===== config.mk =====
export PLATFORM = sky130hd
export DESIGN_NAME = legalizer_top
export DESIGN_NICKNAME = d
export VERILOG_FILES = /design/src/common/legalizer_pkg.sv /design/src/hw/legalizer/burst_splitter.sv /design/src/hw/legalizer/legalizer_flow_ctrl.sv /design/src/hw/legalizer/legalizer_top.sv /design/src/hw/legalizer/page_boundary_calc.sv /design/src/hw/legalizer/transfer_opts_reg.sv
export VERILOG_INCLUDE_DIRS = /design/src /design/src/common
export SDC_FILE = /design/constraint.sdc
export NUM_CORES = 1
export LEC_CHECK = 0
export BUFFER_PORTS_ARGS = -buffer_cell sky130_fd_sc_hd__buf_2
export CORE_ASPECT_RATIO = 0.8
export CORE_MARGIN = 2
export CORE_UTILIZATION = 60
export CTS_CLUSTER_SIZE = 8
export DETAILED_ROUTE_END_ITERATION = 6
export PLACE_DENSITY = 0.83
export SLEW_MARGIN = 5
export SYNTH_ARGS = -nofsm -noshare
export SYNTH_HDL_FRONTEND = slang
export SYNTH_SLANG_ARGS = --single-unit
export TNS_END_PERCENT = 1

===== constraint.sdc =====
create_clock -name clk_i -period 23.6 [get_ports clk_i]
set_input_delay 0 -clock clk_i [delete_from_list [all_inputs] [get_ports clk_i]]
set_output_delay 0 -clock clk_i [all_outputs]
set_load 0.02 [all_outputs]

===== src/common/legalizer_defines.svh =====
/*
 * AXI4 burst legalizer constants
 * widths, burst beat limit and page address limit for a 32-bit data path
 */
`ifndef LEGALIZER_DEFINES_SVH
`define LEGALIZER_DEFINES_SVH

`default_nettype none

// byte address and transfer length widths
`define LEG_ADDR_WIDTH 24
`define LEG_LEN_WIDTH 24

// 32-bit data bus, four byte lanes
`define LEG_STRB_WIDTH 4
`define LEG_OFFSET_WIDTH 2

// 256 beats per burst at most
`define LEG_MAX_LLEN 8
// 1 KiB page from 256 beats of 4 bytes, well under the 4 KiB rule
`define LEG_PAGE_ADDR_WIDTH 10
`define LEG_LLEN_WIDTH 3

`default_nettype wire

`endif


===== src/common/legalizer_pkg.sv =====
/*
 * Legalizer types
 * address, length and burst length types plus the per-side state
 */
`include "legalizer_defines.svh"

`default_nettype none

package legalizer_pkg;

    // byte address of a source or destination
    typedef logic [`LEG_ADDR_WIDTH-1:0] addr_t;

    // remaining transfer length in bytes
    typedef logic [`LEG_LEN_WIDTH-1:0] len_t;

    // one extra bit so a full page still fits
    typedef logic [`LEG_PAGE_ADDR_WIDTH:0] page_len_t;

    // log2 of the reduced burst length in beats
    typedef logic [`LEG_LLEN_WIDTH-1:0] llen_t;

    // AXI beats minus one
    typedef logic [`LEG_MAX_LLEN-1:0] axi_len_t;

    // each side is either cutting a transfer or waiting for one
    typedef enum logic {
        SIDE_IDLE   = 1'b0,
        SIDE_ACTIVE = 1'b1
    } side_state_e;

endpackage

`default_nettype wire


===== src/hw/legalizer/burst_splitter.sv =====
/*
 * Burst splitter
 * holds one side's address and remaining length and cuts off one burst
 * per step, giving the aligned burst address and the AXI length
 */
`timescale 1ns/1ps
`include "legalizer_defines.svh"
`default_nettype none

module burst_splitter (
    input  wire                        clk_i,
    input  wire                        reset_i,
    input  wire                        load_i,
    input  wire legalizer_pkg::addr_t  load_addr_i,
    input  wire legalizer_pkg::len_t   load_len_i,
    input  wire                        step_i,
    input  wire                        kill_i,
    input  wire                        reduce_len_i,
    input  wire legalizer_pkg::llen_t  max_llen_i,
    input  wire legalizer_pkg::page_len_t bytes_possible_i,
    output legalizer_pkg::page_len_t   bytes_to_pb_o,
    output logic                       done_o,
    output logic                       active_o,
    output legalizer_pkg::addr_t       addr_o,
    output legalizer_pkg::axi_len_t    len_o
);
    import legalizer_pkg::*;

    side_state_e state_q;
    addr_t       addr_q;
    len_t        len_q;

    page_len_t   burst_bytes;
    page_len_t   beat_span;
    logic        last_burst;

    // distance of the current address to its page boundary
    page_boundary_calc u_pb (
        .addr_i        (addr_q),
        .reduce_len_i  (reduce_len_i),
        .max_llen_i    (max_llen_i),
        .bytes_to_pb_o (bytes_to_pb_o)
    );

    // -------------------------------------------------------------------------
    // burst size
    // -------------------------------------------------------------------------
    always_comb begin
        if (len_q > len_t'(bytes_possible_i)) begin
            // more left than fits, cut at the boundary
            burst_bytes = bytes_possible_i;
            last_burst  = 1'b0;
        end else begin
            // the rest fits in this burst
            burst_bytes = len_q[`LEG_PAGE_ADDR_WIDTH:0];
            last_burst  = 1'b1;
        end
    end

    // bytes covered from the aligned start, minus one
    assign beat_span = burst_bytes + page_len_t'(addr_q[`LEG_OFFSET_WIDTH-1:0])
                     - page_len_t'(1);

    assign len_o    = axi_len_t'(beat_span / `LEG_STRB_WIDTH);
    assign addr_o   = {addr_q[`LEG_ADDR_WIDTH-1:`LEG_OFFSET_WIDTH], {`LEG_OFFSET_WIDTH{1'b0}}};
    assign active_o = (state_q == SIDE_ACTIVE);
    // a kill ends the transfer as well
    assign done_o   = last_burst | kill_i;

    // -------------------------------------------------------------------------
    // transfer state
    // -------------------------------------------------------------------------
    always_ff @(posedge clk_i) begin
        if (reset_i) begin
            state_q <= SIDE_IDLE;
            addr_q  <= '0;
            len_q   <= '0;
        end else if (load_i) begin
            // new request wins over kill
            state_q <= SIDE_ACTIVE;
            addr_q  <= load_addr_i;
            len_q   <= load_len_i;
        end else if (kill_i) begin
            state_q <= SIDE_IDLE;
            addr_q  <= '0;
            len_q   <= '0;
        end else if (step_i && state_q == SIDE_ACTIVE) begin
            if (last_burst) begin
                state_q <= SIDE_IDLE;
            end else begin
                len_q  <= len_q - len_t'(burst_bytes);
                addr_q <= addr_q + addr_t'(burst_bytes);
            end
        end
    end

endmodule

`default_nettype wire


===== src/hw/legalizer/legalizer_flow_ctrl.sv =====
/*
 * Legalizer flow control
 * couples the sides, gates steps and valids, and forms request ready
 */
`timescale 1ns/1ps
`default_nettype none

module legalizer_flow_ctrl (
    input  wire                           decouple_rw_i,
    input  wire legalizer_pkg::page_len_t r_bytes_to_pb_i,
    input  wire legalizer_pkg::page_len_t w_bytes_to_pb_i,
    input  wire                           r_active_i,
    input  wire                           w_active_i,
    input  wire                           r_done_i,
    input  wire                           w_done_i,
    input  wire                           r_ready_i,
    input  wire                           w_ready_i,
    input  wire                           flush_i,
    input  wire                           valid_i,
    output legalizer_pkg::page_len_t      r_bytes_possible_o,
    output legalizer_pkg::page_len_t      w_bytes_possible_o,
    output logic                          r_step_o,
    output logic                          w_step_o,
    output logic                          r_valid_o,
    output logic                          w_valid_o,
    output logic                          ready_o,
    output logic                          accept_o
);
    import legalizer_pkg::*;

    page_len_t c_bytes_to_pb;
    logic      r_go;
    logic      w_go;

    // coupled sides cut at whichever boundary comes first
    assign c_bytes_to_pb = (r_bytes_to_pb_i > w_bytes_to_pb_i) ? w_bytes_to_pb_i
                                                               : r_bytes_to_pb_i;

    assign r_bytes_possible_o = decouple_rw_i ? r_bytes_to_pb_i : c_bytes_to_pb;
    assign w_bytes_possible_o = decouple_rw_i ? w_bytes_to_pb_i : c_bytes_to_pb;

    // -------------------------------------------------------------------------
    // step enables
    // -------------------------------------------------------------------------
    // coupled mode needs both readies, flush freezes everything
    assign r_go = r_ready_i & (decouple_rw_i | w_ready_i) & ~flush_i;
    assign w_go = w_ready_i & (decouple_rw_i | r_ready_i) & ~flush_i;

    assign r_step_o  = r_go;
    assign w_step_o  = w_go;
    assign r_valid_o = r_active_i & r_go;
    assign w_valid_o = w_active_i & w_go;

    // take a new request once both sides finish or sit idle
    assign ready_o  = (r_done_i | ~r_active_i) & (w_done_i | ~w_active_i)
                    & r_ready_i & w_ready_i & ~flush_i;
    assign accept_o = ready_o & valid_i;

endmodule

`default_nettype wire


===== src/hw/legalizer/legalizer_top.sv =====
/*
 * AXI4 burst legalizer
 * cuts a 1D copy request into read and write bursts that stay inside
 * a (virtual) page and never exceed 256 beats
 */
`timescale 1ns/1ps
`default_nettype none

module legalizer_top (
    input  wire                     clk_i,
    input  wire                     reset_i,

    // copy request
    input  wire legalizer_pkg::addr_t src_addr_i,
    input  wire legalizer_pkg::addr_t dst_addr_i,
    input  wire legalizer_pkg::len_t  length_i,
    input  wire                     decouple_rw_i,
    input  wire                     src_reduce_len_i,
    input  wire legalizer_pkg::llen_t src_max_llen_i,
    input  wire                     dst_reduce_len_i,
    input  wire legalizer_pkg::llen_t dst_max_llen_i,
    input  wire                     valid_i,
    output logic                    ready_o,

    // read bursts
    output legalizer_pkg::addr_t    r_addr_o,
    output legalizer_pkg::axi_len_t r_len_o,
    output logic                    r_valid_o,
    input  wire                     r_ready_i,

    // write bursts
    output legalizer_pkg::addr_t    w_addr_o,
    output legalizer_pkg::axi_len_t w_len_o,
    output logic                    w_last_o,
    output logic                    w_valid_o,
    input  wire                     w_ready_i,

    input  wire                     flush_i,
    input  wire                     kill_i,
    output logic                    r_busy_o,
    output logic                    w_busy_o
);
    import legalizer_pkg::*;

    // options of the transfer in flight
    logic      decouple_rw;
    logic      src_reduce_len;
    llen_t     src_max_llen;
    logic      dst_reduce_len;
    llen_t     dst_max_llen;

    // splitter status back to flow control
    page_len_t r_bytes_to_pb;
    page_len_t w_bytes_to_pb;
    page_len_t r_bytes_possible;
    page_len_t w_bytes_possible;
    logic      r_active;
    logic      w_active;
    logic      r_done;
    logic      w_done;

    // step and load strobes
    logic      r_step;
    logic      w_step;
    logic      accept;

    transfer_opts_reg u_opts (
        .clk_i            (clk_i),
        .reset_i          (reset_i),
        .accept_i         (accept),
        .decouple_rw_i    (decouple_rw_i),
        .src_reduce_len_i (src_reduce_len_i),
        .src_max_llen_i   (src_max_llen_i),
        .dst_reduce_len_i (dst_reduce_len_i),
        .dst_max_llen_i   (dst_max_llen_i),
        .decouple_rw_o    (decouple_rw),
        .src_reduce_len_o (src_reduce_len),
        .src_max_llen_o   (src_max_llen),
        .dst_reduce_len_o (dst_reduce_len),
        .dst_max_llen_o   (dst_max_llen)
    );

    legalizer_flow_ctrl u_flow (
        .decouple_rw_i      (decouple_rw),
        .r_bytes_to_pb_i    (r_bytes_to_pb),
        .w_bytes_to_pb_i    (w_bytes_to_pb),
        .r_active_i         (r_active),
        .w_active_i         (w_active),
        .r_done_i           (r_done),
        .w_done_i           (w_done),
        .r_ready_i          (r_ready_i),
        .w_ready_i          (w_ready_i),
        .flush_i            (flush_i),
        .valid_i            (valid_i),
        .r_bytes_possible_o (r_bytes_possible),
        .w_bytes_possible_o (w_bytes_possible),
        .r_step_o           (r_step),
        .w_step_o           (w_step),
        .r_valid_o          (r_valid_o),
        .w_valid_o          (w_valid_o),
        .ready_o            (ready_o),
        .accept_o           (accept)
    );

    // source side
    burst_splitter u_read (
        .clk_i            (clk_i),
        .reset_i          (reset_i),
        .load_i           (accept),
        .load_addr_i      (src_addr_i),
        .load_len_i       (length_i),
        .step_i           (r_step),
        .kill_i           (kill_i),
        .reduce_len_i     (src_reduce_len),
        .max_llen_i       (src_max_llen),
        .bytes_possible_i (r_bytes_possible),
        .bytes_to_pb_o    (r_bytes_to_pb),
        .done_o           (r_done),
        .active_o         (r_active),
        .addr_o           (r_addr_o),
        .len_o            (r_len_o)
    );

    // destination side
    burst_splitter u_write (
        .clk_i            (clk_i),
        .reset_i          (reset_i),
        .load_i           (accept),
        .load_addr_i      (dst_addr_i),
        .load_len_i       (length_i),
        .step_i           (w_step),
        .kill_i           (kill_i),
        .reduce_len_i     (dst_reduce_len),
        .max_llen_i       (dst_max_llen),
        .bytes_possible_i (w_bytes_possible),
        .bytes_to_pb_o    (w_bytes_to_pb),
        .done_o           (w_done),
        .active_o         (w_active),
        .addr_o           (w_addr_o),
        .len_o            (w_len_o)
    );

    // busy while a side still holds a transfer
    assign r_busy_o = r_active;
    assign w_busy_o = w_active;

    // final write burst of the 1D transfer
    assign w_last_o = w_done & w_valid_o;

endmodule

`default_nettype wire


===== src/hw/legalizer/page_boundary_calc.sv =====
/*
 * Page boundary distance
 * bytes left until the next virtual page boundary of one address
 */
`timescale 1ns/1ps
`include "legalizer_defines.svh"
`default_nettype none

module page_boundary_calc (
    input  wire legalizer_pkg::addr_t  addr_i,
    input  wire                        reduce_len_i,
    input  wire legalizer_pkg::llen_t  max_llen_i,
    output legalizer_pkg::page_len_t   bytes_to_pb_o
);
    import legalizer_pkg::*;

    logic [3:0] page_addr_width;
    page_len_t  page_size;
    page_len_t  page_offset;

    // -------------------------------------------------------------------------
    // page width in address bits
    // -------------------------------------------------------------------------
    always_comb begin
        // a reduced length shrinks the page to 2**max_llen beats
        if (reduce_len_i) begin
            page_addr_width = 4'(`LEG_OFFSET_WIDTH) + 4'(max_llen_i);
        end else begin
            page_addr_width = 4'(`LEG_OFFSET_WIDTH) + 4'(`LEG_MAX_LLEN);
        end
        // never larger than a full 256-beat page
        if (page_addr_width > 4'(`LEG_PAGE_ADDR_WIDTH)) begin
            page_addr_width = 4'(`LEG_PAGE_ADDR_WIDTH);
        end
    end

    assign page_size = page_len_t'(1) << page_addr_width;

    // low address bits inside the page, masked with size minus one
    assign page_offset = page_len_t'(addr_i[`LEG_PAGE_ADDR_WIDTH-1:0])
                       & (page_size - page_len_t'(1));

    // distance to the boundary, a full page when aligned
    assign bytes_to_pb_o = page_size - page_offset;

endmodule

`default_nettype wire


===== src/hw/legalizer/transfer_opts_reg.sv =====
/*
 * Transfer options register
 * captures coupling and reduced-length options when a request is taken
 */
`timescale 1ns/1ps
`default_nettype none

module transfer_opts_reg (
    input  wire                        clk_i,
    input  wire                        reset_i,
    input  wire                        accept_i,
    input  wire                        decouple_rw_i,
    input  wire                        src_reduce_len_i,
    input  wire legalizer_pkg::llen_t  src_max_llen_i,
    input  wire                        dst_reduce_len_i,
    input  wire legalizer_pkg::llen_t  dst_max_llen_i,
    output logic                       decouple_rw_o,
    output logic                       src_reduce_len_o,
    output legalizer_pkg::llen_t       src_max_llen_o,
    output logic                       dst_reduce_len_o,
    output legalizer_pkg::llen_t       dst_max_llen_o
);
    import legalizer_pkg::*;

    // registered copies, steering the splitters for the whole transfer
    logic  decouple_rw_q;
    logic  src_reduce_len_q;
    llen_t src_max_llen_q;
    logic  dst_reduce_len_q;
    llen_t dst_max_llen_q;

    always_ff @(posedge clk_i) begin
        if (reset_i) begin
            decouple_rw_q    <= 1'b0;
            src_reduce_len_q <= 1'b0;
            src_max_llen_q   <= '0;
            dst_reduce_len_q <= 1'b0;
            dst_max_llen_q   <= '0;
        end else if (accept_i) begin
            decouple_rw_q    <= decouple_rw_i;
            src_reduce_len_q <= src_reduce_len_i;
            src_max_llen_q   <= src_max_llen_i;
            dst_reduce_len_q <= dst_reduce_len_i;
            dst_max_llen_q   <= dst_max_llen_i;
        end
    end

    assign decouple_rw_o    = decouple_rw_q;
    assign src_reduce_len_o = src_reduce_len_q;
    assign src_max_llen_o   = src_max_llen_q;
    assign dst_reduce_len_o = dst_reduce_len_q;
    assign dst_max_llen_o   = dst_max_llen_q;

endmodule

`default_nettype wire


; Yosys cells after proc, flatten, opt, wreduce, memory -nomap -nowiden
; Index checks and enable logic that the tools add are counted.
[totals]
ff_bits = 107
inputBits = 88
output_inout_bits = 70
word_cells = 102
[op_classes]
add_sub_neg = 14
n_lt_le_gt_ge = 5
n_eq_ne = 2
shifts = 2
mux = 35
bitwise_logic = 23
n_reduce_logical = 10
[op_table]
columns = cell, n
row1 = $mux W24, 16
row2 = $mux W11, 5
row3 = $add A24 B11 Y24, 2
row4 = $gt A24 B11 Y1, 2
row5 = $sub A24 B11 Y24, 2
row6 = $and A10 B11 Y11, 2
row7 = $shl A1 B4 Y11 const A, 2
row8 = $sub A11 B1 Y11 const B, 2
row9 = $sub A11 B11 Y11, 2
row10 = $add A10 B2 Y10, 2
row11 = $sub A10 B1 Y10 const B, 2
row12 = $mux W4, 4
row13 = $and A1 B1 Y1, 12
row14 = $reduce_bool A3 Y1, 4
row15 = $gt A11 B11 Y1, 1
row16 = $mux W1, 10
row17 = $add A2 B3 Y4 const A, 2
row18 = $gt A4 B4 Y1 const B, 2
row19 = $reduce_and A2 Y1, 4
row20 = $ne A3 B3 Y1 const B, 2
row21 = $or A1 B1 Y1, 6
row22 = $not A1 Y1, 3
row23 = $logic_and A1 B1 Y1, 2

; Longest topological paths before layout
[logic_depth]
ltp_word = 22
ltp_mapped = 48
mapped_depth_nobuf = 45

; Cells and area by module
; A second synthesis with hierarchy kept.
[hier_totals]
hier_cells = 1529
area_unflattened_um2 = 12035.3
[by_module_without_submodules]
columns = module, instances, cells_each, area_per_inst_um2, seq_area_each_um2
row1 = burst_splitter at u_read, 1, 609, 4808.4, 980.9
row2 = burst_splitter at u_write, 1, 581, 4566.9, 980.9
row3 = page_boundary_calc at u_write.u_pb, 1, 121, 857.1, 0.0
row4 = page_boundary_calc at u_read.u_pb, 1, 109, 835.8, 0.0
row5 = legalizer_flow_ctrl, 1, 79, 641.9, 0.0
row6 = transfer_opts_reg, 1, 29, 319.1, 180.2
row7 = legalizer_top, 1, 1, 6.3, 0.0

; Least setup slack after synthesis
; Ideal clock, no wire load.
[synth_timing]
kind = flip-flop to flip-flop
startpoint = register u_opts.dst_max_llen_q[1] (netlist: u_opts.dst_max_llen_o[1])
endpoint = register u_write.len_q[20]
setup_time_ns = 0.130
arrival_time_ns = 9.186
path_slack_ns = 14.283
path_stages_with_launch = 43
path_buffers = 4
synth_period_minus_slack_ns = 9.317
cell_sequence = dfxtp_1 ha_1 nor3b_1 nand2_1 ha_1 nand2b_1 a31oi_1 a2111oi_0 nor2_1 o21bai_1 xor2_1 inv_1 ha_1 a211oi_1 o221ai_1 a21oi_1 o21ba_2 clkbuf_1 (+7 left out) or2_2 buf_2 buf_1 nor2_1 a21o_1 ha_1 inv_1 fa_1 a21o_1 a21o_1 a2111oi_0 nor3_1 or4_1 clkbuf_1 nor2_1 xor2_1 a221oi_2 nor3_2
[synth_between]
elab_chain_cells = 22
[synth_rtl]
columns = element, line_no
row1 = start: declaration, transfer_opts_reg.sv:30  ; llen_t dst_max_llen_q;
row2 = start signal: assignment, transfer_opts_reg.sv:44  ; dst_max_llen_q <= dst_max_llen_i;
row3 = $add A2 B3 Y4 *, page_boundary_calc.sv:27  ; page_addr_width = 4'(`LEG_OFFSET_WIDTH) + 4'(max_llen_i);
row4 = $mux W4 *, page_boundary_calc.sv:26  ; if (reduce_len_i) begin
row5 = $gt A4 B4 Y1, page_boundary_calc.sv:32  ; if (page_addr_width > 4'(`LEG_PAGE_ADDR_WIDTH)) begin
row6 = $mux W4 *, page_boundary_calc.sv:32
row7 = $shl A1 B4 Y11 *, page_boundary_calc.sv:37  ; assign page_size = page_len_t'(1) << page_addr_width;
row8 = $sub A11 B1 Y11, page_boundary_calc.sv:41  ; & (page_size - page_len_t'(1));
row9 = $and A10 B11 Y11, page_boundary_calc.sv:40  ; assign page_offset = page_len_t'(addr_i[`LEG_PAGE_ADDR_WIDTH-1:0])
row10 = $sub A11 B11 Y11 *, page_boundary_calc.sv:44  ; assign bytes_to_pb_o = page_size - page_offset;
row11 = branches (longest 14 deep; another with $gt A24 B11 Y1), n/a
row12 = end signal: assignment, burst_splitter.sv:82  ; len_q <= load_len_i;
row13 = end signal: assignment, burst_splitter.sv:91  ; len_q <= len_q - len_t'(burst_bytes);
row14 = end: declaration, burst_splitter.sv:31  ; len_t len_q;
; Every way passes the cells marked *. The select of a mux whose other input is x is not followed.
; A chain may end at the register's enable or synchronous reset.

; Worst setup path in the final report
[layout_timing]
startpoint = register u_opts.dst_max_llen_q[1] (netlist: u_opts.dst_max_llen_o[1])
endpoint = register u_read.addr_q[17]
[layout_between]
elab_chain_cells = 22
[layout_rtl]
columns = element, line_no
row1 = $add A2 B3 Y4 *, page_boundary_calc.sv:27
row2 = $mux W4 *, page_boundary_calc.sv:26
row3 = $gt A4 B4 Y1, page_boundary_calc.sv:32
row4 = $mux W4 *, page_boundary_calc.sv:32
row5 = $shl A1 B4 Y11 *, page_boundary_calc.sv:37
row6 = $sub A11 B1 Y11, page_boundary_calc.sv:41
row7 = $and A10 B11 Y11, page_boundary_calc.sv:40
row8 = $sub A11 B11 Y11 *, page_boundary_calc.sv:44
row9 = branches (longest 14 deep; another with $gt A24 B11 Y1), n/a
row10 = end signal: assignment, burst_splitter.sv:81  ; addr_q <= load_addr_i;
row11 = end signal: assignment, burst_splitter.sv:92  ; addr_q <= addr_q + addr_t'(burst_bytes);
row12 = end: declaration, burst_splitter.sv:30  ; addr_t addr_q;
; Marked as above.

==> impl_metrics.toml <==
[status]
status = "finished, final reports clean"

[placement]
buffer_ports.inserted = 153
place_area_um2 = 11700
place_congestion = 1.03
dp_worst_setup_slack_ns = 12.80
dp_hpwl_mm = 24.5

[clocking]
clock_slew_at_reported_path_ffs_ns = 0.09
clkSinkCount = 107
cts_max_path_buffers = 2
cts.repair.resized = 0
worst_skew_pair.late_latency_ns = 0.37
cts_buffer_count = 9
ctsRootBufferMaster = "clkbuf_16"
cts_tree = "built"
htree_num_levels = 3

[worst_hold_path]
holdCritPathClass = "input port to register"

[timing]
timing.final.hold_violations = 0
peak_freq_ghz = 0.0904
slew_headroom = 0.289
unrepaired_setup_endpoints_after_global_routing = "no"
setup_ws_ns = 12.54
fin_worst_skew_ns = 0.0193
setup-tns-final_ns = 0
setup-violations-final = 0
tightestPinTransition_ns = 1.07
finalCritPeriodShare = 0.468
timing_max_transition_violations_final = 0
period_needed_ns = 11.06

[route]
viasPerCell = 6.34
wl_per_cell_um = 18.6
drt-total-wl_mm = 34.3
num_vias = 11727
drc_violation_count_after_routing = 0
drt-pass1-iter-count = 6
dr.first_iter.drc_count = 1239
ant_nets = 0

[setup_path]
worst_path_largest_cell_delay_ns = 0.85
timing.critical_path.mode_cell = "ha_1"
path_max_fanout = 18
critPathKind = "register to register"
worst_setup_start_kind = "register"
slowest_stage = "a2111oi_0"
critical_path_end_type = "register"
worst-endpoint-required_ns = 23.90
worstPathArrival_ns = 11.36

[floorplan]
floorplan.core_area_um2 = 18200
die_w_um = 157
pin_count = 158
rows = 44
die_area_um2 = 19800
fp.dieH_um = 126
initial_util = 0.614

[yosys]
synth_cell_types = 81
post_synth.cell_area_avg_um2 = 7.65
synth_top_flop_cell = "dfxtp_1"
post_synth_design_cell_area_um2 = 11200
ys_top_cells_by_area = "dfxtp_1, ha_1, a21oi_1, nor2_1, buf_4"
ys_warns = 0
sequential_element_share_of_the_synthesized_area = 0.191
synth.top_cell.area_share = 0.191
synth-edff-count = 0
postSynthCellCount = 1462
synth_area_leader_cell = "dfxtp_1"
ys_async_rst_share = 0
post_synthesis_sequential_element_count = 107

[cells_and_area]
area_growth_syn_to_layout_pct = 13.3
insertedDiodeCount = 0
layout.cells.most_common_list = "a21oi_1, buf_2, nor2_1"
final_net_count = 1800
final_design_area_no_fill_um2 = 12700
layout_commonest_cell = "a21oi_1"
fraction_of_final_layout_cells_sized_beyond_drive_strength_1 = 0.153

[global_routing]
grt_pass1_wl_mm = 55.1
gr-usage-met1 = 0.474
grt.total_usage = 0.344
globalRouteMet2Util = 0.535
remaining_global_route_overflow = 0
grt_pass1_vias = 11015
most_crowded_layer_gr = "met2"
maximum_number_of_pins_on_one_net_before_global_route_repair = 73
grt_antenna_before_repair = 0
use_met3 = 0.0643

[flow_run]
number_of_maximum_capacitance_violations = 0
==> per-stage QoR <==
stage          utilization  hold WS [ns]  std cells
5_1_grt              0.695       0.00362       1851
2_1_floorplan            -         0.109       1465
4_1_cts              0.695      0.000760       1851
3_3_place_gp         0.640         0.218       1764
3_5_place_dp         0.640         0.225       1764
6_report             0.695       0.00345       1851
==> final timing paths <==
check                                           endpoint  slack (ns)  cells after the start                     start
worst min register to register  u_opts.src_max_llen_o[2]        0.48                      2  u_opts.src_max_llen_o[2]
worst min-delay path                    u_read.addr_q[3]       0.003                      3             src_addr_i[3]
worst max-delay path                   u_read.addr_q[17]       12.54                     34  u_opts.dst_max_llen_o[1]
worst max register to register         u_read.addr_q[17]       12.54                     34  u_opts.dst_max_llen_o[1]
==> cell type report <==
class	instances	area [um^2]
multi-input combinational	1166	8070
timing repair buffer	234	1550
tap	253	317
inverter	75	282
fill	1490	5550
sequential	107	2140
clock buffer	10	229
clock inverter	6	78.8
==> registers in the layout, indices dropped and copies added, names as in the netlist <==
name	cells
u_opts.decouple_rw_o	1
u_opts.dst_max_llen_o	3
u_opts.dst_reduce_len_o	1
u_opts.src_max_llen_o	3
u_opts.src_reduce_len_o	1
u_read.active_o	1
u_read.addr_q	24
u_read.len_q	24
u_write.active_o	1
u_write.addr_q	24
u_write.len_q	24
==> synthesized netlist by cell type, types with 7 or more instances <==
| cell | number |
|---|---|
| o21a_1 | 16 |
| nor2_1 | 128 |
| a31oi_1 | 21 |
| buf_4 | 58 |
| a22o_1 | 11 |
| buf_2 | 19 |
| o21bai_1 | 9 |
| ha_1 | 113 |
| o31ai_1 | 15 |
| xnor2_1 | 39 |
| nand2b_1 | 18 |
| xor2_1 | 29 |
| or2_2 | 9 |
| o21ai_0 | 69 |
| dfxtp_1 | 107 |
| inv_1 | 75 |
| nand3_1 | 12 |
| nor2b_1 | 20 |
| or3_1 | 7 |
| mux2_2 | 13 |
| and2_1 | 10 |
| a22oi_1 | 12 |
| a211oi_1 | 24 |
| nor3_2 | 12 |
| nor3_1 | 70 |
| nor4_1 | 8 |
| nand4_1 | 13 |
| a221oi_1 | 12 |
| o2bb2ai_1 | 9 |
| nand2_1 | 113 |
| a221oi_2 | 13 |
| clkbuf_1 | 32 |
| a21oi_1 | 160 |
| o211ai_1 | 7 |
| mux2i_1 | 24 |
| a21o_1 | 35 |
| and3_1 | 10 |
==> repair_timing <==
| action | in CTS | in global routing |
|---|---|---|
| hold endpoints to repair | 78 | 0 |
| buffers inserted | 0 | 0 |
| hold buffers | 71 | 0 |
==> metal layers <==
layer	wire, um	vias to the layer above	share of wire
met5	0	-	0
met4	966	0	0.028
met3	3430	81	0.10
met2	15200	644	0.44
met1	14800	5437	0.43
li1	-	5565	-
==> worst max-delay path: cells and delay by family (launching register included) <==
kind / cells / cell delay [ns]
adder cells (fa/ha/maj): 5 / 1.60
AO/OA/AOI/OAI: 18 / 5.56
flip-flops: 1 / 0.47
multiplexers: 1 / 0.20
AND/OR/NAND/NOR: 10 / 3.18
==> cells by family after synthesis <==
group / synth area share
AOI/OAI and AO/OA: 0.287
xor gates and xnor gates: 0.0532
adders and majority gates: 0.137
buffers and inverters: 0.0900
DFF: 0.191
muxes: 0.0346
other: 0.000335
and+or+nand+nor: 0.206
Power is not shown: default switching activity piles up to over one toggle a cycle in this logic, so the estimate is an artifact.
